<file path="config.mk">
export PLATFORM = sky130hd
export DESIGN_NAME = cache_way
export DESIGN_NICKNAME = d
export VERILOG_FILES = /design/src/common/l1_cache_pkg.sv /design/src/source/sram_array.sv /design/src/cache_way/cache_way.sv
export SDC_FILE = /design/constraint.sdc
export NUM_CORES = 2
export LEC_CHECK = 0
export BUFFER_PORTS_ARGS = -buffer_cell sky130_fd_sc_hd__buf_2
export CORE_UTILIZATION = 55
export CTS_CLUSTER_DIAMETER = 200
export DETAILED_ROUTE_END_ITERATION = 8
export PLACE_DENSITY = 0.72
export SYNTH_ARGS = -nofsm -noshare
export SYNTH_HDL_FRONTEND = slang
export SYNTH_SLANG_ARGS = --single-unit
</file>
<file path="constraint.sdc">
create_clock -name CLK -period 4.6 [get_ports CLK]
set_input_delay 0.46 -clock CLK [delete_from_list [all_inputs] [get_ports CLK]]
set_output_delay 0.46 -clock CLK [all_outputs]
set_load 0.01 [all_outputs]
</file>
<file path="src/common/l1_cache_pkg.sv">
// cache geometry localparams, address and frame structs, processor and memory bus structs
package l1_cache_pkg;

    localparam int WORD_W       = 32;
    localparam int BLOCK_SIZE   = 2;       // words per block
    localparam int ASSOC        = 2;
    localparam int N_SETS       = 16;
    localparam int N_SET_BITS   = 4;
    localparam int N_BLOCK_BITS = 1;
    localparam int N_WAY_BITS   = 1;       // way index width
    localparam int N_TAG_BITS   = WORD_W - N_SET_BITS - N_BLOCK_BITS - 2;

    localparam logic [WORD_W-1:0] NONCACHE_START_ADDR = 32'hF000_0000;

    typedef logic [WORD_W-1:0] word_t;
    typedef word_t [BLOCK_SIZE-1:0] block_t;

    // address split, msb first
    typedef struct packed {
        logic [N_TAG_BITS-1:0]   tag;
        logic [N_SET_BITS-1:0]   set_idx;
        logic [N_BLOCK_BITS-1:0] blk_off;
        logic [1:0]              byte_off;
    } cache_addr_t;

    typedef struct packed {
        logic                  valid;
        logic                  dirty;
        logic [N_TAG_BITS-1:0] tag;
    } tag_entry_t;

    // one write to one way, tag and data can go together
    typedef struct packed {
        logic       tag_wen;
        tag_entry_t tag;
        logic       data_wen;
        block_t     data;
        block_t     data_mask;   // a one keeps the old bit
    } way_cmd_t;

    typedef struct packed {
        tag_entry_t tag;
        block_t     data;
    } way_read_t;

    typedef struct packed {
        logic       ren;
        logic       wen;
        word_t      addr;
        word_t      wdata;
        logic [3:0] byte_en;
    } proc_req_t;

    typedef struct packed {
        logic  busy;
        word_t rdata;
    } proc_resp_t;

    typedef struct packed {
        logic       ren;
        logic       wen;
        word_t      addr;
        block_t     wdata;
        logic [3:0] byte_en;     // only meaningful on pass-through
    } mem_req_t;

    // pass-through data comes back in word 0
    typedef struct packed {
        logic   busy;
        block_t rdata;
    } mem_resp_t;

endpackage

</file>
<file path="src/source/sram_array.sv">
// sram_array: per-set register storage with masked write, payload chosen by type parameter
`timescale 1ns/1ps

module sram_array #(
    parameter type payload_t = logic
) (
    input  logic                                CLK,
    input  logic                                nRST,
    input  logic [l1_cache_pkg::N_SET_BITS-1:0] sel,
    input  logic                                wen,
    input  payload_t                            wval,
    input  payload_t                            wmask,
    output payload_t                            rval
);

    payload_t mem [l1_cache_pkg::N_SETS];

    // read is combinational on the set index
    assign rval = mem[sel];

    always_ff @(posedge CLK, negedge nRST) begin
        if (!nRST) begin
            for (int i = 0; i < l1_cache_pkg::N_SETS; i++) begin
                mem[i] <= '0;
            end
        end else if (wen) begin
            // new bits where mask is low, old bits elsewhere
            mem[sel] <= payload_t'((wval & ~wmask) | (mem[sel] & wmask));
        end
    end

endmodule

</file>
<file path="src/cache_way/cache_way.sv">
// one cache way built from a tag array and a data array on a shared set index
`timescale 1ns/1ps

module cache_way (
    input  logic                                CLK,
    input  logic                                nRST,
    input  logic [l1_cache_pkg::N_SET_BITS-1:0] sel,
    input  l1_cache_pkg::way_cmd_t              cmd,
    output l1_cache_pkg::way_read_t             rd
);

    l1_cache_pkg::tag_entry_t tag_rval;
    l1_cache_pkg::block_t     data_rval;

    // tag entries are always written whole
    sram_array #(
        .payload_t (l1_cache_pkg::tag_entry_t)
    ) u_tag_array (
        .CLK   (CLK),
        .nRST  (nRST),
        .sel   (sel),
        .wen   (cmd.tag_wen),
        .wval  (cmd.tag),
        .wmask ('0),
        .rval  (tag_rval)
    );

    // data side honours the byte-level mask from the controller
    sram_array #(
        .payload_t (l1_cache_pkg::block_t)
    ) u_data_array (
        .CLK   (CLK),
        .nRST  (nRST),
        .sel   (sel),
        .wen   (cmd.data_wen),
        .wval  (cmd.data),
        .wmask (cmd.data_mask),
        .rval  (data_rval)
    );

    // frame as seen by the comparator
    always_comb begin
        rd.tag  = tag_rval;
        rd.data = data_rval;
    end

endmodule

</file>
==> impl_metrics.csv <==
group,metric,value,unit
synth,syn-instance-count,5810,
critical_path,startpoint_type,"primary input",
sta,drv_slew,0,
cells_and_area,post-route-util,61.9,%
floorplanning,die-area,123000,µm²
synth,yosys_warnings,0,
sta,final.setup.tns,0,ns
clock_tree,cts_sinks,1456,
floorplanning,row_count,127,
routing,routed_via_density,6.23,
pwr,irDropWorstVdd,0.392,mV
clock_tree,h-tree-depth,4,
critical_path,critPathCapture,"rd[1]",
critical_path,reg2reg_depth,4,
min_path,worstHoldPathType,"primary input to register",
sta,fin_ws,1.25,ns
critical_path,worstReg2RegEnd,"u_data_array.mem[641]$_DFFE_PN0P_",
sta,clock-skew-final,0.0173,ns
routing,vias,47032,
sta,slew-limit-headroom,16.7,%
clock_tree,clk_latency,0.76,ns
run,maxCapViolations,0,
clock_tree,cts.clk_slew.worst_paths,0.06,ns
sta,period_needed,3.35,ns
clock_tree,numCtsBuffers,155,
routing,drc,0,
global_route,overflow,0,
floorplanning,start_util,55.7,%
routing,wl,177000,µm
critical_path,worstReg2RegStart,"u_data_array.mem[769]$_DFFE_PN0P_",
placement,gp_congestion,0.775,
critical_path,criticalPathCategory,"primary input to output pin",
floorplanning,die_y,351,µm
cells_and_area,syn_to_final_growth,11.3,%
floorplanning,ios,254,
global_route,grt_max_degree,140,
global_route,track_usage,29.0,%
sta,max_freq,0.298,GHz
cells_and_area,drive_gt1_share,22.8,%
sta,period_share,72.9,%
clock_tree,post_cts_buffers,0,
clock_tree,clock_path_buffers,3,
synth,synth-edff-count,0,
sta,hold_viol,0,
routing,drtPass1Iterations,8,
global_route,grt_pass1_vias,46509,
critical_path,timing.critical_path.buf_inv,3,
placement,place_hpwl,98500,µm
synth,yosysUniqueCellTypes,30,
routing,wl_per_cell,23.5,µm
critical_path,cp.arrival,2.89,ns
sta,tightest_slew,1.25,ns
floorplanning,die_w,351,µm
placement,io_buffers,253,
run_status,status,"finished, final reports clean",
critical_path,reg2reg_slack,2.82,ns
synth,syn_area,67000,µm²
critical_path,cp.depth,7,
floorplanning,core_area,120000,µm²
critical_path,crit_path_start,"sel[1]",
critical_path,endpoint_kind,"output pin",
synth,syn_avg_cell_area,11.5,µm²
placement,dpl.cell_count,7271,
critical_path,critical_path.top_delay_family,"buffers and inverters",
synth,syn-num-nets,5973,
synth,synthArstFlopShare,100,%
pwr,p_per_area,502,nW/µm²
global_route,antenna_found_initial,13,
synth,synth_top_flop_cell,"dfrtp_1",
placement,pre_cts_slack,1.17,ns
clock_tree,tritoncts,"built",
critical_path,max_stage_delay,0.52,ns
sta,whs,0.145,ns
sta,setup_violations,0,
synth,synth_seq_cells,1456,
routing,first_iter_violations,4183,
clock_tree,cts_root_buf,"clkbuf_16",
critical_path,required,4.14,ns
cells_and_area,nets,5980,
critical_path,path_max_fanout,94,
routing,ant_nets,0,
critical_path,crit_slowest_cell,"buf_12",
cells_and_area,final_cell_count_no_fill,7552,
synth,yosysSeqAreaShare,54.3,%
sta,rsz0062_at_grt,"false",
global_route,grt_pass1_wl,274000,µm
critical_path,worstPathCellList,"buf_8 -> buf_12 -> mux2i_1 -> a22oi_1 -> nand3_1 -> nand2_1 -> buf_2",
pwr,p_leak,32.0,nW
how the worst min path moves through the flow:
stage / startpoint / endpoint / cells past startpoint
after floorplan: nRST / u_data_array.mem[0]$_DFFE_PN0P_ / 0
after global placement: u_tag_array.mem[377]$_DFFE_PN0P_ / u_tag_array.mem[377]$_DFFE_PN0P_ / 1
after detailed placement: u_tag_array.mem[327]$_DFFE_PN0P_ / u_tag_array.mem[327]$_DFFE_PN0P_ / 1
after CTS: cmd[47] / u_data_array.mem[175]$_DFFE_PN0P_ / 3
after global routing: cmd[50] / u_data_array.mem[562]$_DFFE_PN0P_ / 3
final: cmd[62] / u_data_array.mem[126]$_DFFE_PN0P_ / 3
flip-flops by register name, indices dropped and copies added, names as in the netlist:
signal	flops
u_tag_array.mem	432
u_data_array.mem	1024
report_power, final:
group          internal [mW]  switching [mW]
registers               16.0            1.64
clock network           7.41            5.10
logic                   3.53            3.79
kinds of logic after synthesis:
group / count (synthesis) / synth area share (%)
muxes: 1079 / 19.4
and+or+nand+nor: 1403 / 9.37
DFF: 1456 / 54.3
buffers and inverters: 528 / 3.85
AOI/OAI and AO/OA: 1344 / 13.0
layout by cell type, fill, tap and decap left out, types with 6 or more instances in the layout:
| master | instances |
|---|---|
| clkinv_2 | 28 |
| a31oi_1 | 512 |
| clkinvlp_4 | 7 |
| a22oi_1 | 252 |
| nor2b_4 | 6 |
| nor2_4 | 16 |
| buf_2 | 249 |
| mux2_2 | 432 |
| clkbuf_8 | 34 |
| a21oi_1 | 512 |
| diode_2 | 8 |
| dfrtp_1 | 1456 |
| nand4_2 | 64 |
| inv_6 | 6 |
| buf_12 | 44 |
| nand3_1 | 130 |
| clkbuf_1 | 27 |
| mux2i_1 | 512 |
| mux4_2 | 135 |
| nor2b_1 | 68 |
| buf_4 | 80 |
| nand2_1 | 71 |
| nor2_1 | 1026 |
| bufinv_16 | 11 |
| a41oi_2 | 64 |
| clkbuf_16 | 157 |
area by class of cell:
class	instances	area [µm²]
diodes	8	20.0
clock buffers	217	4480
clock inverters	55	628
fillers	9542	45800
inverters	1	8.76
multi-input cells	3826	28200
flip-flops and latches	1456	36400
well taps	1612	2020
repair buffers	377	2780
metal layers:
layer	track usage (%)	part of all wire, %	up-vias
li1	-	-	21150
met1	41.5	44	23926
met2	44.7	46	1627
met3	5.04	6.7	325
met4	10.1	3.1	4
met5	0	0.016	-
metrics by stage:
stage	cell area, µm²	total power [mW]
after floorplan	67000	22.9
after global placement	69500	24.6
after detailed placement	69500	25.1
after CTS	74600	37.6
after global routing	74600	39.3
final	74600	37.5
synthesized netlist by cell type, types with 48 or more instances:
cell type | n | area, µm²
mux2i_1 | 512 | 5120
nor2_1 | 1033 | 3880
a21oi_1 | 512 | 2560
mux2_2 | 432 | 4860
nand4_2 | 64 | 801
nand3_1 | 131 | 656
nor2b_1 | 74 | 463
buf_2 | 180 | 901
a41oi_2 | 64 | 1040
a31oi_1 | 512 | 3200
nand2_1 | 72 | 270
clkbuf_1 | 232 | 871
dfrtp_1 | 1456 | 36400
a22oi_1 | 252 | 1890
mux4_2 | 135 | 3040
buf_1 | 48 | 180
worst reg2reg max path, delay by kind of cell (launching register included):
| family | cells | cell delay [ns] |
|---|---|---|
| flops | 1 | 0.38 |
| mux | 1 | 0.23 |
| compound gates | 3 | 1.01 |
repair_timing:
action | CTS | global route
endpoints found under the setup margin | 0 | 0
hold endpoints to repair | 106 | 0
resized for setup | 0 | 0
hold buffers | 1 | 0
No activity file was read; power rests on OpenSTA's default activity.
