===== config.mk =====
export PLATFORM = sky130hd
export DESIGN_NAME = cache_ctrl
export DESIGN_NICKNAME = d
export VERILOG_FILES = /design/src/common/l1_cache_pkg.sv /design/src/cache_ctrl/cache_ctrl.sv
export SDC_FILE = /design/constraint.sdc
export NUM_CORES = 1
export LEC_CHECK = 0
export BUFFER_PORTS_ARGS = -buffer_cell sky130_fd_sc_hd__clkbuf_2
export CORE_AREA = 2 2 288 290
export CTS_BUF_LIST = sky130_fd_sc_hd__clkbuf_4
export DETAILED_ROUTE_END_ITERATION = 7
export DIE_AREA = 0 0 290 292
export SYNTH_ARGS = -nofsm -noshare
export SYNTH_HDL_FRONTEND = slang
export SYNTH_SLANG_ARGS = --single-unit

===== constraint.sdc =====
create_clock -name CLK -period 3.2 [get_ports CLK]
set_clock_uncertainty 0.1 [all_clocks]
set_input_delay 0.16 -clock CLK [delete_from_list [all_inputs] [get_ports CLK]]
set_output_delay 0.16 -clock CLK [all_outputs]
set_load 0.01 [all_outputs]

===== src/common/l1_cache_pkg.sv =====
// cache geometry localparams, address and frame structs, processor and memory bus structs
package l1_cache_pkg;

    localparam int WORD_W       = 32;
    localparam int BLOCK_SIZE   = 2;       // words per block
    localparam int ASSOC        = 2;
    localparam int N_SETS       = 16;
    localparam int N_SET_BITS   = 4;
    localparam int N_BLOCK_BITS = 1;
    localparam int N_WAY_BITS   = 1;       // way index width
    localparam int N_TAG_BITS   = WORD_W - N_SET_BITS - N_BLOCK_BITS - 2;

    localparam logic [WORD_W-1:0] NONCACHE_START_ADDR = 32'hF000_0000;

    typedef logic [WORD_W-1:0] word_t;
    typedef word_t [BLOCK_SIZE-1:0] block_t;

    // address split, msb first
    typedef struct packed {
        logic [N_TAG_BITS-1:0]   tag;
        logic [N_SET_BITS-1:0]   set_idx;
        logic [N_BLOCK_BITS-1:0] blk_off;
        logic [1:0]              byte_off;
    } cache_addr_t;

    typedef struct packed {
        logic                  valid;
        logic                  dirty;
        logic [N_TAG_BITS-1:0] tag;
    } tag_entry_t;

    // one write to one way, tag and data can go together
    typedef struct packed {
        logic       tag_wen;
        tag_entry_t tag;
        logic       data_wen;
        block_t     data;
        block_t     data_mask;   // a one keeps the old bit
    } way_cmd_t;

    typedef struct packed {
        tag_entry_t tag;
        block_t     data;
    } way_read_t;

    typedef struct packed {
        logic       ren;
        logic       wen;
        word_t      addr;
        word_t      wdata;
        logic [3:0] byte_en;
    } proc_req_t;

    typedef struct packed {
        logic  busy;
        word_t rdata;
    } proc_resp_t;

    typedef struct packed {
        logic       ren;
        logic       wen;
        word_t      addr;
        block_t     wdata;
        logic [3:0] byte_en;     // only meaningful on pass-through
    } mem_req_t;

    // pass-through data comes back in word 0
    typedef struct packed {
        logic   busy;
        block_t rdata;
    } mem_resp_t;

endpackage


===== src/cache_ctrl/cache_ctrl.sv =====
// cache_ctrl: clear/hit/fetch/write-back/flush FSM, LRU bits, flush counter, pass-through
`timescale 1ns/1ps

module cache_ctrl (
    input  logic                                             CLK,
    input  logic                                             nRST,
    input  logic                                             flush,
    input  l1_cache_pkg::proc_req_t                          proc_req,
    output l1_cache_pkg::proc_resp_t                         proc_resp,
    output l1_cache_pkg::mem_req_t                           mem_req,
    input  l1_cache_pkg::mem_resp_t                          mem_resp,
    output logic                                             flush_done,
    output logic [l1_cache_pkg::N_SET_BITS-1:0]              sel,
    output l1_cache_pkg::way_cmd_t [l1_cache_pkg::ASSOC-1:0] way_cmd,
    output logic [l1_cache_pkg::N_WAY_BITS-1:0]              victim_way,
    output l1_cache_pkg::cache_addr_t                        req_addr,
    input  logic                                             hit,
    input  logic [l1_cache_pkg::N_WAY_BITS-1:0]              hit_way,
    input  l1_cache_pkg::word_t                              hit_word,
    input  l1_cache_pkg::tag_entry_t                         victim_entry,
    input  l1_cache_pkg::block_t                             victim_block
);

    typedef enum logic [2:0] {CLEAR, HIT, FETCH, WB, FLUSH} state_t;

    // carries into finish once every frame has been visited
    typedef struct packed {
        logic                                finish;
        logic [l1_cache_pkg::N_SET_BITS-1:0] set_idx;
        logic [l1_cache_pkg::N_WAY_BITS-1:0] way;
    } flush_cnt_t;

    state_t                          state, next_state;
    flush_cnt_t                      flush_cnt, next_flush_cnt;
    l1_cache_pkg::cache_addr_t       saved_addr, next_saved_addr;
    l1_cache_pkg::cache_addr_t       cur_addr;
    logic                            flush_req, next_flush_req;
    logic [l1_cache_pkg::N_SETS-1:0] lru, next_lru;     // way used last, per set
    logic                            access, pass_through, access_done;

    function automatic l1_cache_pkg::word_t block_addr(
        input logic [l1_cache_pkg::N_TAG_BITS-1:0] tag,
        input logic [l1_cache_pkg::N_SET_BITS-1:0] set_idx
    );
        l1_cache_pkg::cache_addr_t a;
        a         = '0;
        a.tag     = tag;
        a.set_idx = set_idx;
        return a;
    endfunction

    assign cur_addr     = l1_cache_pkg::cache_addr_t'(proc_req.addr);
    assign access       = proc_req.ren | proc_req.wen;
    assign pass_through = access && (proc_req.addr >= l1_cache_pkg::NONCACHE_START_ADDR);
    assign access_done  = !access || (pass_through ? !mem_resp.busy : hit);

    always_comb begin
        case (state)
            HIT:       sel = cur_addr.set_idx;
            FETCH, WB: sel = saved_addr.set_idx;
            default:   sel = flush_cnt.set_idx;    // clear and flush sweeps
        endcase
    end

    assign req_addr   = (state == HIT) ? cur_addr : saved_addr;
    assign victim_way = (state == CLEAR || state == FLUSH) ? flush_cnt.way : ~lru[sel];

    // a flush pulse waits here until the sweep starts
    assign next_flush_req = (flush_req | flush) & (state != FLUSH);

    always_ff @(posedge CLK, negedge nRST) begin
        if (!nRST) begin
            state      <= CLEAR;
            flush_cnt  <= '0;
            saved_addr <= '0;
            flush_req  <= 1'b0;
            lru        <= '0;
        end else begin
            state      <= next_state;
            flush_cnt  <= next_flush_cnt;
            saved_addr <= next_saved_addr;
            flush_req  <= next_flush_req;
            lru        <= next_lru;
        end
    end

    always_comb begin
        next_state      = state;
        next_flush_cnt  = flush_cnt;
        next_saved_addr = saved_addr;
        next_lru        = lru;
        proc_resp       = '0;
        proc_resp.busy  = 1'b1;
        mem_req         = '0;
        mem_req.byte_en = '1;    // whole blocks unless passing through
        way_cmd         = '0;
        flush_done      = 1'b0;

        case (state)
            CLEAR: begin
                if (flush_cnt.finish) begin
                    next_flush_cnt = '0;
                    next_state     = HIT;
                end else begin
                    way_cmd[flush_cnt.way].tag_wen = 1'b1;   // zero tag entry
                    next_flush_cnt = flush_cnt_t'(flush_cnt + 1'b1);
                end
            end
            HIT: begin
                if (pass_through) begin
                    mem_req.ren      = proc_req.ren;
                    mem_req.wen      = proc_req.wen;
                    mem_req.addr     = proc_req.addr;
                    mem_req.byte_en  = proc_req.byte_en;
                    mem_req.wdata[0] = proc_req.wdata;
                    proc_resp.busy   = mem_resp.busy;
                    proc_resp.rdata  = mem_resp.rdata[0];
                end else if (access && hit) begin
                    proc_resp.busy             = 1'b0;
                    proc_resp.rdata            = hit_word;
                    next_lru[cur_addr.set_idx] = hit_way;
                    if (proc_req.wen) begin
                        way_cmd[hit_way].tag_wen   = 1'b1;
                        way_cmd[hit_way].tag       = '{valid: 1'b1, dirty: 1'b1, tag: cur_addr.tag};
                        way_cmd[hit_way].data_wen  = 1'b1;
                        way_cmd[hit_way].data      = {l1_cache_pkg::BLOCK_SIZE{proc_req.wdata}};
                        way_cmd[hit_way].data_mask = '1;
                        // open only the enabled bytes of the addressed word
                        for (int b = 0; b < 4; b++) begin
                            way_cmd[hit_way].data_mask[cur_addr.blk_off][8*b +: 8] =
                                {8{~proc_req.byte_en[b]}};
                        end
                    end
                end else if (access) begin
                    next_saved_addr = cur_addr;
                    next_state = (victim_entry.valid && victim_entry.dirty) ? WB : FETCH;
                end
                if ((flush || flush_req) && access_done) begin
                    next_state = FLUSH;
                end
            end
            FETCH: begin
                mem_req.ren  = 1'b1;
                mem_req.addr = block_addr(saved_addr.tag, saved_addr.set_idx);
                if (!mem_resp.busy) begin
                    way_cmd[victim_way].tag_wen  = 1'b1;
                    way_cmd[victim_way].tag      = '{valid: 1'b1, dirty: 1'b0, tag: saved_addr.tag};
                    way_cmd[victim_way].data_wen = 1'b1;
                    way_cmd[victim_way].data     = mem_resp.rdata;
                    next_state = HIT;    // held request now hits
                end
            end
            WB: begin
                mem_req.wen   = 1'b1;
                mem_req.addr  = block_addr(victim_entry.tag, saved_addr.set_idx);
                mem_req.wdata = victim_block;
                if (!mem_resp.busy) begin
                    way_cmd[victim_way].tag_wen = 1'b1;   // invalid until refilled
                    next_state = FETCH;
                end
            end
            FLUSH: begin
                if (flush_cnt.finish) begin
                    flush_done     = 1'b1;
                    next_flush_cnt = '0;
                    next_state     = HIT;
                end else if (victim_entry.valid && victim_entry.dirty) begin
                    mem_req.wen   = 1'b1;
                    mem_req.addr  = block_addr(victim_entry.tag, flush_cnt.set_idx);
                    mem_req.wdata = victim_block;
                    if (!mem_resp.busy) begin
                        way_cmd[flush_cnt.way].tag_wen = 1'b1;
                        next_flush_cnt = flush_cnt_t'(flush_cnt + 1'b1);
                    end
                end else begin
                    way_cmd[flush_cnt.way].tag_wen = 1'b1;   // clean frame, just drop it
                    next_flush_cnt = flush_cnt_t'(flush_cnt + 1'b1);
                end
            end
            default: next_state = CLEAR;
        endcase
    end

endmodule


==> impl_metrics.tcl <==
set metrics [dict create \
    worst-setup-path-type "reg2out" \
    gp_congestion 0.9132 \
    worst_pin_slew_ns 0.6107 \
    required_ns 2.94 \
    row_count 105 \
    core_um2 81580 \
    wl_per_cell_um 26.51 \
    top_layer_used "met5" \
    cts_tree "yes" \
    grt_max_degree 57 \
    seq_power_share_pct 9.5 \
    maxSlewViolCount 0 \
    vias_per_cell 4.076 \
    avgSynthCellArea_um2 7.079 \
    hold_viol_final 0 \
    ys.flop_type "dfrtp_1" \
    die_area_um2 84680 \
    grt_pass1_wl_um 92540 \
    cts_buffers 9 \
    drt-met1-wl_um 31050 \
    yosysWarningCount 0 \
    dpl.hpwl_um 58400 \
    ys_ff_latch 58 \
    cap_violations 0 \
    reg2regPathDepth 8 \
    gr-total-overflow 0 \
    ys_types 45 \
    p_switching_w 0.008540 \
    p_int_w 0.007374 \
    drcViolationCount 0 \
    drtPass1Iterations 6 \
    p_leak_nw 7.503 \
    post-route-period-util_pct 112.1 \
    syn_to_final_growth_pct 101.2 \
    synth_nets 1320 \
    vias 11600 \
    numPortBuffers 749 \
    sw_frac_of_total_pct 53.66 \
    worstSetupStartpoint "state[2]" \
    fillCellCount 9135 \
    ys_top_cells_by_area "dfrtp_1 (19%), nand2_1 (12%), buf_4 (12%)" \
    combPwrFrac_pct 85.6 \
    rr_endpoint "saved_addr[16]" \
    cts_sinks 58 \
    antenna_found_initial 12 \
    nets 2030 \
    peakVddDrop_mv 0.6449 \
    wl_met3_um 8990 \
    multi_input_area_um2 5507 \
    wl_met2_um 33050 \
    seqCellArea_um2 1454 \
    drive_above_1_share_pct 60.34 \
    clockPowerShare_pct 4.9 \
    initial_core_util_pct 9.154 \
    clock_latency_ns 0.49 \
    ys_seq_area_share_pct 19.43 \
    htree_levels 3 \
    rsz0062_at_grt "true" \
    min_path_type "in2async" \
    postSynthCellCount 1055 \
    final_critical_path_setup_slack_ns -0.3870 \
    crit_path_max_fanout 9 \
    worst_setup_path_start_kind "register" \
    clkTransAtPathRegs_ns 0.14 \
    synthArstFlopShare_pct 100.0 \
    fin_crit_ns 3.587 \
    die_h_um 292 \
    synth_top_area_share_pct 19.43 \
    setup_violations 185 \
    outcome "complete, but fails checks" \
    cp.arrival_ns 3.33 \
    grt.total_usage_pct 15.88 \
    power_w 0.01591 \
    failed_checks "negative setup slack" \
    synth_area_um2 7468 \
    synth_area_leader_cell "dfrtp_1" \
    clock-root-buffer "clkbuf_4" \
    powerDensity_nw_per_um2 1059 \
    r2r_slack_ns 0.69 \
    fmax_ghz 0.2788 \
    fin_tns_setup_ns -47.25 \
    synth-edff-count 0 \
    worst_slew_margin_rel_pct 59.29 \
    io_pins 750 \
    clockBufferDepth 2 \
    ant_nets 0 \
    die_width_um 290 \
    drt_iter0_drc 1022 \
    r2r-start "state[2]" \
    totalWireLength_um 75450 \
    endpoint_kind "output port" \
    grt_pass1_vias 10720 \
    whs_ns 0.09436 \
]
[repair_timing]
item,CTS,global route
resized for setup,232,265
gates cloned,4,13
hold buffers,36,0
setup buffers,28,23
pin swaps,27,36
setup endpoints to repair,199,305
endpoints found under the hold margin,58,0
[worst max path at each step]
stage                   end  depth (start not counted)
2_1_floorplan  way_cmd[155]                         12
3_3_place_gp    way_cmd[82]                          9
3_5_place_dp    way_cmd[70]                         10
4_1_cts        way_cmd[302]                         14
5_1_grt        way_cmd[300]                         13
6_report       way_cmd[299]                         13
[critical path, cell delays in order, from the launching register on]
cell      delay [ns]
dfrtp_2         0.46
o21bai_4        0.18
a221o_1         0.35
buf_12          0.16
mux2i_1         0.12
nand3_1         0.09
nand4_1         0.17
buf_6           0.18
buf_12          0.13
a22o_4          0.23
buf_12          0.16
buf_16          0.17
a32o_1          0.27
clkbuf_2        0.13
[cells in the final DEF (no fill, tap or decap), types with 6 or more instances in the layout]
master and n:
clkbuf_8 8, a21oi_1 17, clkbuf_16 8, nor2_1 20
o21ai_0 19, o21ai_4 56, a32o_1 47, a22o_1 64
nor3_1 8, nand4_1 6, clkbuf_4 11, buf_2 18
clkbuf_2 651, o21ai_1 36, diode_2 6, nand2_1 243
dfrtp_1 56, buf_6 41, mux2_2 46, nand2b_1 6
buf_12 49, buf_4 79, dlygate4sd3_1 36, buf_8 8
inv_1 34, a222oi_1 24, mux2i_1 9, nand3_1 13
nor2_2 8, o21ai_2 32, and2_1 32
[cell families (layout without fill, tap and decap cells)]
group	count (synthesis)	count (layout)	synth area share, %
flops	58	58	19.43
compound gates	327	329	31.31
buf+inv	247	960	19.57
other cells	0	6	0
simple gates	366	366	21.21
fa+ha+maj	2	2	0.3350
mux	55	55	8.142
[per-stage QoR]
stage,worst slack [ns],utilization [%],instances,instance area (um2)
floorplan,0.4320,-,1055,7468
global placement,-0.6120,14.96,2720,12210
detailed placement,-0.4996,14.97,2721,12210
CTS,-0.4239,16.97,2805,13850
global route,-0.5042,18.41,2844,15020
finish,-0.3870,18.42,2846,15020
[metal layers]
metal | vias to the layer above | track usage [%]
li1 | 5110 | -
met1 | 5523 | 19.77
met2 | 838 | 24.70
met3 | 122 | 6.995
met4 | 8 | 4.497
met5 | - | 0
[Yosys cell counts (9+ instances only)]
library cell and instances:
a21oi_1 20, a222oi_1 24, a22o_1 65, a32o_1 51, and2_1 33, buf_2 22
buf_4 116, buf_6 9, clkbuf_1 59, dfrtp_1 58, inv_1 37, mux2_2 46
mux2i_1 9, nand2_1 248, nand3_1 13, nor2_1 31, nor3_1 10, o21ai_0 134
o21ai_1 9
[area by class of cell]
class	instances	share of cell area (%)
clock inverters	7	0.8328
multi-input cells	752	36.65
clock buffers	9	0.4497
well taps	1070	8.911
inverters	38	1.016
diodes	6	0.09993
repair buffers	906	42.36
flip-flops and latches	58	9.677
[sequential cells by signal (all words and copies together) (netlist names)]
name        count
flush_cnt       6
flush_req       1
lru            16
saved_addr     32
state           3
[power groups by stage]
stage	registers [W]	logic (W)	clock network [W]
floorplan	0.00131	0.00406	0
global placement	0.00150	0.00735	0
detailed placement	0.00149	0.00741	0
CTS	0.00148	0.0103	0.000822
global route	0.00154	0.0143	0.000847
finish	0.00151	0.0136	0.000781
(Power assumes the default switching activity.)
