<file path="src/common/l1_cache_pkg.sv">
// cache geometry localparams, address and frame structs, processor and memory bus structs
package l1_cache_pkg;

    localparam int WORD_W       = 32;
    localparam int BLOCK_SIZE   = 2;       // words per block
    localparam int ASSOC        = 2;
    localparam int N_SETS       = 16;
    localparam int N_SET_BITS   = 4;
    localparam int N_BLOCK_BITS = 1;
    localparam int N_WAY_BITS   = 1;       // way index width
    localparam int N_TAG_BITS   = WORD_W - N_SET_BITS - N_BLOCK_BITS - 2;

    localparam logic [WORD_W-1:0] NONCACHE_START_ADDR = 32'hF000_0000;

    typedef logic [WORD_W-1:0] word_t;
    typedef word_t [BLOCK_SIZE-1:0] block_t;

    // address split, msb first
    typedef struct packed {
        logic [N_TAG_BITS-1:0]   tag;
        logic [N_SET_BITS-1:0]   set_idx;
        logic [N_BLOCK_BITS-1:0] blk_off;
        logic [1:0]              byte_off;
    } cache_addr_t;

    typedef struct packed {
        logic                  valid;
        logic                  dirty;
        logic [N_TAG_BITS-1:0] tag;
    } tag_entry_t;

    // one write to one way, tag and data can go together
    typedef struct packed {
        logic       tag_wen;
        tag_entry_t tag;
        logic       data_wen;
        block_t     data;
        block_t     data_mask;   // a one keeps the old bit
    } way_cmd_t;

    typedef struct packed {
        tag_entry_t tag;
        block_t     data;
    } way_read_t;

    typedef struct packed {
        logic       ren;
        logic       wen;
        word_t      addr;
        word_t      wdata;
        logic [3:0] byte_en;
    } proc_req_t;

    typedef struct packed {
        logic  busy;
        word_t rdata;
    } proc_resp_t;

    typedef struct packed {
        logic       ren;
        logic       wen;
        word_t      addr;
        block_t     wdata;
        logic [3:0] byte_en;     // only meaningful on pass-through
    } mem_req_t;

    // pass-through data comes back in word 0
    typedef struct packed {
        logic   busy;
        block_t rdata;
    } mem_resp_t;

endpackage

</file>
<file path="src/cache_way/way_compare.sv">
// way_compare: tag match across ways, hit word select and victim frame output
`timescale 1ns/1ps

module way_compare (
    input  l1_cache_pkg::way_read_t [l1_cache_pkg::ASSOC-1:0] ways,
    input  l1_cache_pkg::cache_addr_t                         req_addr,
    input  logic [l1_cache_pkg::N_WAY_BITS-1:0]               victim_way,
    output logic                                              hit,
    output logic [l1_cache_pkg::N_WAY_BITS-1:0]               hit_way,
    output l1_cache_pkg::word_t                               hit_word,
    output l1_cache_pkg::tag_entry_t                          victim_entry,
    output l1_cache_pkg::block_t                              victim_block
);

    l1_cache_pkg::block_t hit_block;

    // valid frame with matching tag
    always_comb begin
        hit     = 1'b0;
        hit_way = '0;
        for (int i = 0; i < l1_cache_pkg::ASSOC; i++) begin
            if (ways[i].tag.valid && ways[i].tag.tag == req_addr.tag) begin
                hit     = 1'b1;
                hit_way = i[l1_cache_pkg::N_WAY_BITS-1:0];
            end
        end
    end

    assign hit_block = ways[hit_way].data;
    assign hit_word  = hit_block[req_addr.blk_off];   // word within block

    // frame the controller may evict or flush
    assign victim_entry = ways[victim_way].tag;
    assign victim_block = ways[victim_way].data;

endmodule

</file>
<file path="config.mk">
export PLATFORM = sky130hd
export DESIGN_NAME = way_compare
export DESIGN_NICKNAME = d
export VERILOG_FILES = /design/src/common/l1_cache_pkg.sv /design/src/cache_way/way_compare.sv
export SDC_FILE = /design/constraint.sdc
export NUM_CORES = 1
export LEC_CHECK = 0
export BUFFER_PORTS_ARGS = -buffer_cell sky130_fd_sc_hd__buf_2
export CORE_AREA = 4 4 129 131
export DETAILED_ROUTE_END_ITERATION = 7
export DIE_AREA = 0 0 133 135
export PLACE_DENSITY = 0.45
export RECOVER_POWER = 50
export SYNTH_ARGS = -nofsm -noshare
export SYNTH_HDL_FRONTEND = slang
export SYNTH_SLANG_ARGS = --single-unit
</file>
<file path="constraint.sdc">
create_clock -name vclk -period 4
set_input_delay 1 -clock vclk [all_inputs]
set_output_delay 1 -clock vclk [all_outputs]
set_load 0.005 [all_outputs]
</file>
==> impl_results.md, run 1 <==
- Status: finished with violations
- Violated checks: negative setup slack
- Fin crit period: 4.13 ns
- Wire length on met3: 1110 um
- Initial antenna violation count: 1
- Power Dens Cells: 102 nW/um2
- Max Used Layer: met5
- Psw: 196 uW
- Distinct cells, synth: 13
- Grt ovf: 0
- Via count: 3264
- Hold Buf Count CTS: 0
- Total wire length: 13100 um
- Leakage: 2.19 nW
- Switching share of power: 42.0%
- Hold Violations, Final: 0
- Most frequent cell after synthesis: mux2_2
- Layout area overhead: 84.1%
- Critical Path RT: 3.00 ns
- Crit path cell chain: buf_6 -> xor2_1 -> nor4_2 -> buf_4 -> nand3_4 -> nor4_4 -> buf_6 -> buf_12 -> buf_16 -> mux4_2 -> buf_2
- FF/Latch Area: 0 um2
- Die Height: 135 um
- Worst Hold Class: in2out
- Final Max Slew Viols: 0
- Period utilisation layout: 103%
- Flop pwr share: 0%
- Slew @ Worst Pin: 1.25 ns
- Share of cells above drive strength 1: 85.0%
- Avg Inst Size Synth: 12.0 um2
- Final nets: 769
- DRT iter0 DRCs: 72
- Max-slew headroom: 16.6%
- Setup TNS: -1.90 ns
- Vias/cell: 4.25
- Post-route DRC: 0
- Sequential area share after synthesis: 0%
- Bufs and invs on worst path: 6
- Ys Warns: 0
- Synth area leaders: mux2_2 (41%), mux4_1 (26%), xor2_1 (11%)
- Clock buffers: 0
- Row count: 46
- I/O pin count: 340
- Synth cell count leaders: mux2_2 (91), xor2_1 (32), mux4_1 (25), xnor2_1 (18), clkbuf_1 (13)
- First-pass GRT wire length: 19500 um
- Die Span X: 133 um
- Global-route usage over all layers: 13.1%
- Diode count: 0
- Core area: 15600 um2
- Met1 wire length: 4970 um
- Fill cells: 1701
- Final Util: 29.4%
- CP max-delay cell: mux4_2
- RSZ-0062 raised after global routing: yes
- CP Capture Type: output port
- Setup CP Type: in2out
- Mapped Area: 2490 um2
- Clk pwr share: 0%
- Min setup slack post-route: -0.126 ns
- Crit path launch type: primary input
- Hold endpoint: victim_entry[25]
- Crit path max-delay family: buffers and inverters
- Routed Antenna Nets: 0
- Metal2 WL: 6990 um
- Fmax: 242 MHz
- Number of detailed-route iterations in the first pass: 4
- Gate power share: 100.0%
- Critical Path AT: 3.13 ns
- Synth area leader: mux2_2
- Vias in the first global route: 3504
- CP max stage delay: 0.52 ns
- Syn Inst Count: 207
- Pin count of the biggest net entering global routing: 92
- Initial core utilization: 15.9%
- Most used cell, CP: buf_6
- CP Max Fanout: 8
- Post-Syn Nets: 422
- Hold depth: 3
- Hold Path Origin: ways[89]
- P_int: 270 uW
- Final Wtd Congestion: 0.850
- Max Cap Viol: 0
- Footprint of the multi-input gates: 2370 um2
- Hold Slack: 2.30 ns
- Peak VDD IR: 0.0000850 V
- WL per Instance: 17.1 um
- Die area: 18000 um2
- Seq_cells: 0
- Port Buf Inserts: 334
- Setup-failing EPs final: 32
- Share of the synthesized area in the top cell type: 41.2%
- Hpwl dp: 11400 um
[per-stage QoR]
stage                     cells  worst slack, ns  power [mW]  area [um2]
after CTS                   767           -0.208       0.469        4600
after detailed placement    764           -0.395       0.461        4560
after floorplan             207            0.144       0.192        2490
after global placement      764           -0.391       0.456        4560
after global routing        768           -0.248       0.507        4580
final                       768           -0.126       0.466        4580
[cell families (layout without fill, tap and decap cells)]
kind of cell | count (synthesis) | after routing | synth area share (%)
AO/OA/AOI/OAI | 1 | 1 | 0.453
XOR/XNOR | 50 | 50 | 17.6
buffers and inverters | 16 | 361 | 3.32
multiplexers | 123 | 123 | 73.9
AND/OR/NAND/NOR | 17 | 17 | 4.68
[final cells by class]
class | instances | area share (%)
tap | 216 | 5.90
multi-input combinational | 191 | 51.7
timing repair buffer | 361 | 42.4
[per-layer routing]
layer,GRT usage [%],vias up
li1,-,1527
met1,15.5,1539
met2,25.8,192
met3,2.27,4
met4,0.404,2
met5,0,-
[timing repair]
item	CTS	global route
resized for setup	17	16
pin swaps	2	0
buffers inserted	2	1
endpoints found under the setup margin	32	33
cloned	1	0
[cell usage in the layout, fill, tap and decap left out, types with 3 or more instances in the layout]
master	n
nor4_1	5
nor4_2	3
mux4_2	28
buf_6	5
mux2_2	91
nand4_1	4
clkbuf_1	17
xnor2_1	18
buf_4	21
buf_2	312
xor2_1	32
buf_12	3
mux4_1	4
[power groups by stage]
stage / Combinational, mW / Sequential (mW) / Clock [mW]
floorplan: 0.192 / 0 / 0
global placement: 0.456 / 0 / 0
detailed placement: 0.461 / 0 / 0
CTS: 0.469 / 0 / 0
global route: 0.507 / 0 / 0
finish: 0.466 / 0 / 0
[worst max path at each step]
stage | start | to | slack [ns] | cells after the start
after floorplan | ways[170] | hit_word[23] | 0.14 | 6
after global placement | ways[158] | hit_word[26] | -0.39 | 9
after detailed placement | ways[158] | hit_word[26] | -0.39 | 9
after CTS | ways[156] | hit_word[6] | -0.21 | 10
after global routing | ways[156] | hit_word[19] | -0.25 | 11
final | ways[156] | hit_word[19] | -0.13 | 11
(Power assumes the default switching activity.)
==> run 2: changes to the inputs <==
Settings changed: ABC_AREA set to 1, CORE_AREA 4 4 129 131 to 4 4 132 134, DIE_AREA 0 0 133 135 to 0 0 136 138, PLACE_DENSITY 0.45 to 0.51.
==> impl_results.md, run 2 <==
- Hpwl dp: 15700 um
- Critical Path RT: 3.00 ns
- Routed Antenna Nets: 0
- Peak VDD IR: 0.0000493 V
- # placed instances: 1323
- Total wire length: 18700 um
- Synth cell count leaders: nand2_1 (258), inv_1 (182), nand3_1 (136), o21ai_0 (80), nor2_1 (29)
- Vias/cell: 4.42
- Seq_cells: 0
- Most frequent cell after synthesis: nand2_1
- Post-route DRC: 0
- Hold Buf Count CTS: 0
- Final Wtd Congestion: 0.880
- Status: complete, no violations
- Flop pwr share: 0%
- Number of detailed-route iterations in the first pass: 4
- Commonest non-fill, non-tap cell in the layout: buf_2
- Fmax: 268 MHz
- Clk pwr share: 0%
- Final nets: 1320
- Max Cap Viol: 0
- Crit path launch type: primary input
- Post-CTS Setup Bufs: 0
- FF/Latch Area: 0 um2
- Slew @ Worst Pin: 1.06 ns
- Final Max Slew Viols: 0
- Synth area leader: nand2_1
- Synth area leaders: nand2_1 (27%), inv_1 (19%), nand3_1 (19%)
- CP Capture Type: output port
- Footprint of the multi-input gates: 2590 um2
- Ys Warns: 0
- WL per Instance: 14.1 um
- Post_cts resized: 0
- DRT iter0 DRCs: 207
- Period utilisation layout: 93.2%
- Share of cells above drive strength 1: 27.7%
- Syn Inst Count: 800
- Hold Violations, Final: 0
- Post-Syn Nets: 1015
- Psw: 283 uW
- Max-slew headroom: 29.1%
- Sequential area share after synthesis: 0%
- Avg Inst Size Synth: 4.55 um2
- RSZ-0062 raised after global routing: no
- Most frequent cells in the layout: buf_2 (275), nand2_1 (258), inv_1 (182)
- Clock buffers: 0
- Setup TNS: 0 ns
- Port Buf Inserts: 334
- Via count: 5848
- Global-route usage over all layers: 17.7%
- Die Span X: 136 um
- Leakage: 3.50 nW
- Critical Path AT: 2.73 ns
- First-pass GRT wire length: 27300 um
- CP Max Fanout: 26
- Fin crit period: 3.73 ns
- Fill cells: 1984
- Pin count of the biggest net entering global routing: 60
- Setup-failing EPs final: 0
- Core area: 16300 um2
- Layout area overhead: 48.3%
- P_int: 224 uW
- Setup CP Type: in2out
- Initial core utilization: 22.4%
- Worst Hold Class: in2out
- Power Dens Cells: 93.8 nW/um2
- Grt ovf: 0
- Gate power share: 100.0%
- Switching share of power: 55.8%
- Diode count: 0
- Initial antenna violation count: 1
- Die area: 18800 um2
- I/O pin count: 340
- Row count: 47
- Final non-filler cell total: 1323
- Mapped Area: 3640 um2
- Share of the synthesized area in the top cell type: 26.6%
- Die Height: 138 um
- Distinct cells, synth: 26
- Vias in the first global route: 5347
==> run 2: cell types whose count changed after synthesis, moves of 12 or more <==
cell / before / now
buf_6: 3 / 20
inv_1: 0 / 182
mux2_2: 91 / 4
mux4_1: 25 / 0
nand2_1: 0 / 258
nand3_1: 3 / 136
nor2_1: 0 / 29
o21ai_0: 0 / 80
o22ai_1: 0 / 12
xor2_1: 32 / 3
==> run 2: stage by stage <==
| stage | power [mW] | worst slack (ns) | hold WS, ns | util (%) | instance area, um2 |
|---|---|---|---|---|---|
| floorplan | 0.235 | 1.01 | 2.11 | - | 3640 |
| global placement | 0.521 | 0.221 | 2.29 | 33.6 | 5480 |
| detailed placement | 0.522 | 0.236 | 2.29 | 33.6 | 5480 |
| CTS | 0.525 | 0.239 | 2.29 | 33.6 | 5480 |
| global route | 0.573 | 0.0345 | 2.31 | 33.1 | 5400 |
| finish | 0.507 | 0.271 | 2.29 | 33.1 | 5400 |
==> run 2: final cells by class <==
type                       count  area share (%)
tap                          220            5.10
multi-input combinational    562            48.1
timing repair buffer         349            33.5
inverter                     192            13.3
==> run 2: cell families after synthesis <==
| family | count (synthesis) | share of synthesized area, % |
|---|---|---|
| buffers and inverters | 238 | 28.7 |
| muxes | 4 | 1.24 |
| AOI/OAI and AO/OA | 106 | 15.6 |
| xor gates and xnor gates | 12 | 2.89 |
| and+or+nand+nor | 440 | 51.6 |
==> run 2: worst max-delay path, stage by stage <==
cell and delay [ns]:
buf_2 0.12, xnor2_1 0.27, nand2_1 0.09, nor2_1 0.09, nand2_1 0.09, nor2_4 0.20
nand2_4 0.24, buf_12 0.25, nand2_1 0.06, nand3_1 0.09, nand2_1 0.08, buf_2 0.12
==> run 2: layer usage <==
metal,global-route usage (%),routed length (um),up-vias
met2,33.5,9190,255
met4,2.39,318,2
met5,0,7,-
met1,21.1,7510,2502
li1,-,-,3067
met3,3.05,1650,22
==> run 2: worst paths after layout <==
check      start  cells after the start               end  slack [ns]
min    ways[139]                      4  victim_block[48]        2.29
max    ways[177]                     12      hit_word[30]        0.27
==> run 2: power by group through the flow <==
stage | sequential (mW) | combinational [mW] | clock, mW
after floorplan | 0 | 0.235 | 0
after global placement | 0 | 0.521 | 0
after detailed placement | 0 | 0.522 | 0
after CTS | 0 | 0.525 | 0
after global routing | 0 | 0.573 | 0
final | 0 | 0.507 | 0
==> run 3: changes to the inputs <==
Settings changed: CELL_PAD_IN_SITES_DETAIL_PLACEMENT set to 1, CELL_PAD_IN_SITES_GLOBAL_PLACEMENT set to 1, CORE_AREA 4 4 132 134 to not set, CORE_MARGIN set to 4, CORE_UTILIZATION set to 22, DIE_AREA 0 0 136 138 to not set, PLACE_DENSITY 0.51 to 0.83.
==> impl_results.md, run 3 (synthesis results as in run 2) <==
- Status: complete, no violations
- Slew @ Worst Pin: 0.901 ns
- Crit path max-delay family: simple AND/OR/NAND/NOR gates
- Post-route DRC: 0
- Port Buf Inserts: 334
- Final Wtd Congestion: 0.872
- Worst Hold Class: in2out
- # placed instances: 1319
- Die Height: 137 um
- Diode count: 0
- FF/Latch Area: 0 um2
- Initial antenna violation count: 0
- First-pass GRT wire length: 29500 um
- Max-slew headroom: 39.9%
- Share of cells above drive strength 1: 27.8%
- Post_cts resized: 0
- Post-CTS Setup Bufs: 0
- P_int: 223 uW
- CP Capture Type: output port
- Gate power share: 100.0%
- Psw: 287 uW
- Fin crit period: 3.65 ns
- DRT iter0 DRCs: 204
- Vias in the first global route: 5997
- Fmax: 274 MHz
- Routed Antenna Nets: 0
- Clock buffers: 0
- Flop pwr share: 0%
- Fill cells: 2457
- Power Dens Cells: 95.8 nW/um2
- Leakage: 3.48 nW
- Number of detailed-route iterations in the first pass: 4
- Clk pwr share: 0%
- Final Max Slew Viols: 0
- Hold Violations, Final: 0
- CP max stage delay: 0.42 ns
- Peak VDD IR: 0.0000374 V
- Critical Path RT: 3.00 ns
- Final nets: 1320
- Hpwl dp: 16500 um
- Core area: 16100 um2
- Die area: 18700 um2
- I/O pin count: 340
- Via count: 6083
- Global-route usage over all layers: 19.0%
- Total wire length: 19500 um
- Die Span X: 137 um
- Hold Buf Count CTS: 0
- Commonest non-fill, non-tap cell in the layout: buf_2
- RSZ-0062 raised after global routing: no
- Period utilisation layout: 91.1%
- Pin count of the biggest net entering global routing: 65
- Seq_cells: 0
- Setup TNS: 0 ns
- CP max-delay cell: buf_4
- Min setup slack post-route: 0.355 ns
- Layout area overhead: 46.3%
- Max Cap Viol: 0
- Vias/cell: 4.61
- Crit path launch type: primary input
- Setup WS pre-CTS: 0.345 ns
- Setup-failing EPs final: 0
- Grt ovf: 0
- Crit path cell chain: buf_2 -> inv_1 -> nand2_1 -> nand2_1 -> inv_1 -> nand2_1 -> nor2_1 -> nand2_1 -> nor2_4 -> buf_4 -> nand3_1 -> nand3_1 -> nand2_1 -> buf_2
- Most frequent cells in the layout: buf_2 (277), nand2_1 (258), inv_1 (182)
- Setup CP Type: in2out
- Final non-filler cell total: 1319
- CP Max Fanout: 41
- WL per Instance: 14.8 um
- Critical Path AT: 2.65 ns
- Initial core utilization: 22.7%
- Row count: 46
- Switching share of power: 56.3%
- Bufs and invs on worst path: 5
- Most used cell, CP: nand2_1
==> run 3: cell count changes in the layout (fill, tap and decap cells not counted) <==
cell | before | now
buf_12 | 8 | 3
buf_2 | 275 | 277
clkbuf_2 | 1 | 3
clkbuf_1 | 59 | 58
buf_4 | 6 | 8
==> run 3: stage by stage <==
step	power (mW)	area (um2)	util (%)	hold slack, ns
3_3_place_gp	0.513	5410	33.7	2.29
3_5_place_dp	0.526	5410	33.7	2.29
4_1_cts	0.529	5410	33.7	2.29
5_1_grt	0.578	5330	33.2	2.31
2_1_floorplan	0.235	3640	-	2.11
6_report	0.510	5330	33.2	2.29
==> run 3: path summary, 6_finish.rpt <==
check | start | endpoint | slack [ns] | cells past startpoint
max | ways[160] | hit_word[10] | 0.35 | 14
min | ways[139] | victim_block[48] | 2.29 | 4
==> run 3: layout make-up <==
cell class | instances | area (um2) | share of cell area [%]
well taps | 216 | 270 | 5.08
inverters | 192 | 721 | 13.5
multi-input cells | 562 | 2590 | 48.7
repair buffers | 349 | 1740 | 32.7
==> run 3: worst min-delay path, stage by stage <==
cell     delay, ns
buf_2         0.09
nand2_1       0.04
o21ai_0       0.05
buf_2         0.11
==> run 3: per-layer routing <==
layer  vias up  wire length, um  track usage [%]
met3        16             1470             2.76
li1       3064                -                -
met1      2789             7890             22.7
met4         0              240             2.13
met5         -                0                0
met2       214             9940             36.6
==> run 3: power groups by stage <==
stage	Clock [mW]	Combinational, mW	Sequential, mW
floorplan	0	0.235	0
global placement	0	0.513	0
detailed placement	0	0.526	0
CTS	0	0.529	0
global route	0	0.578	0
finish	0	0.510	0
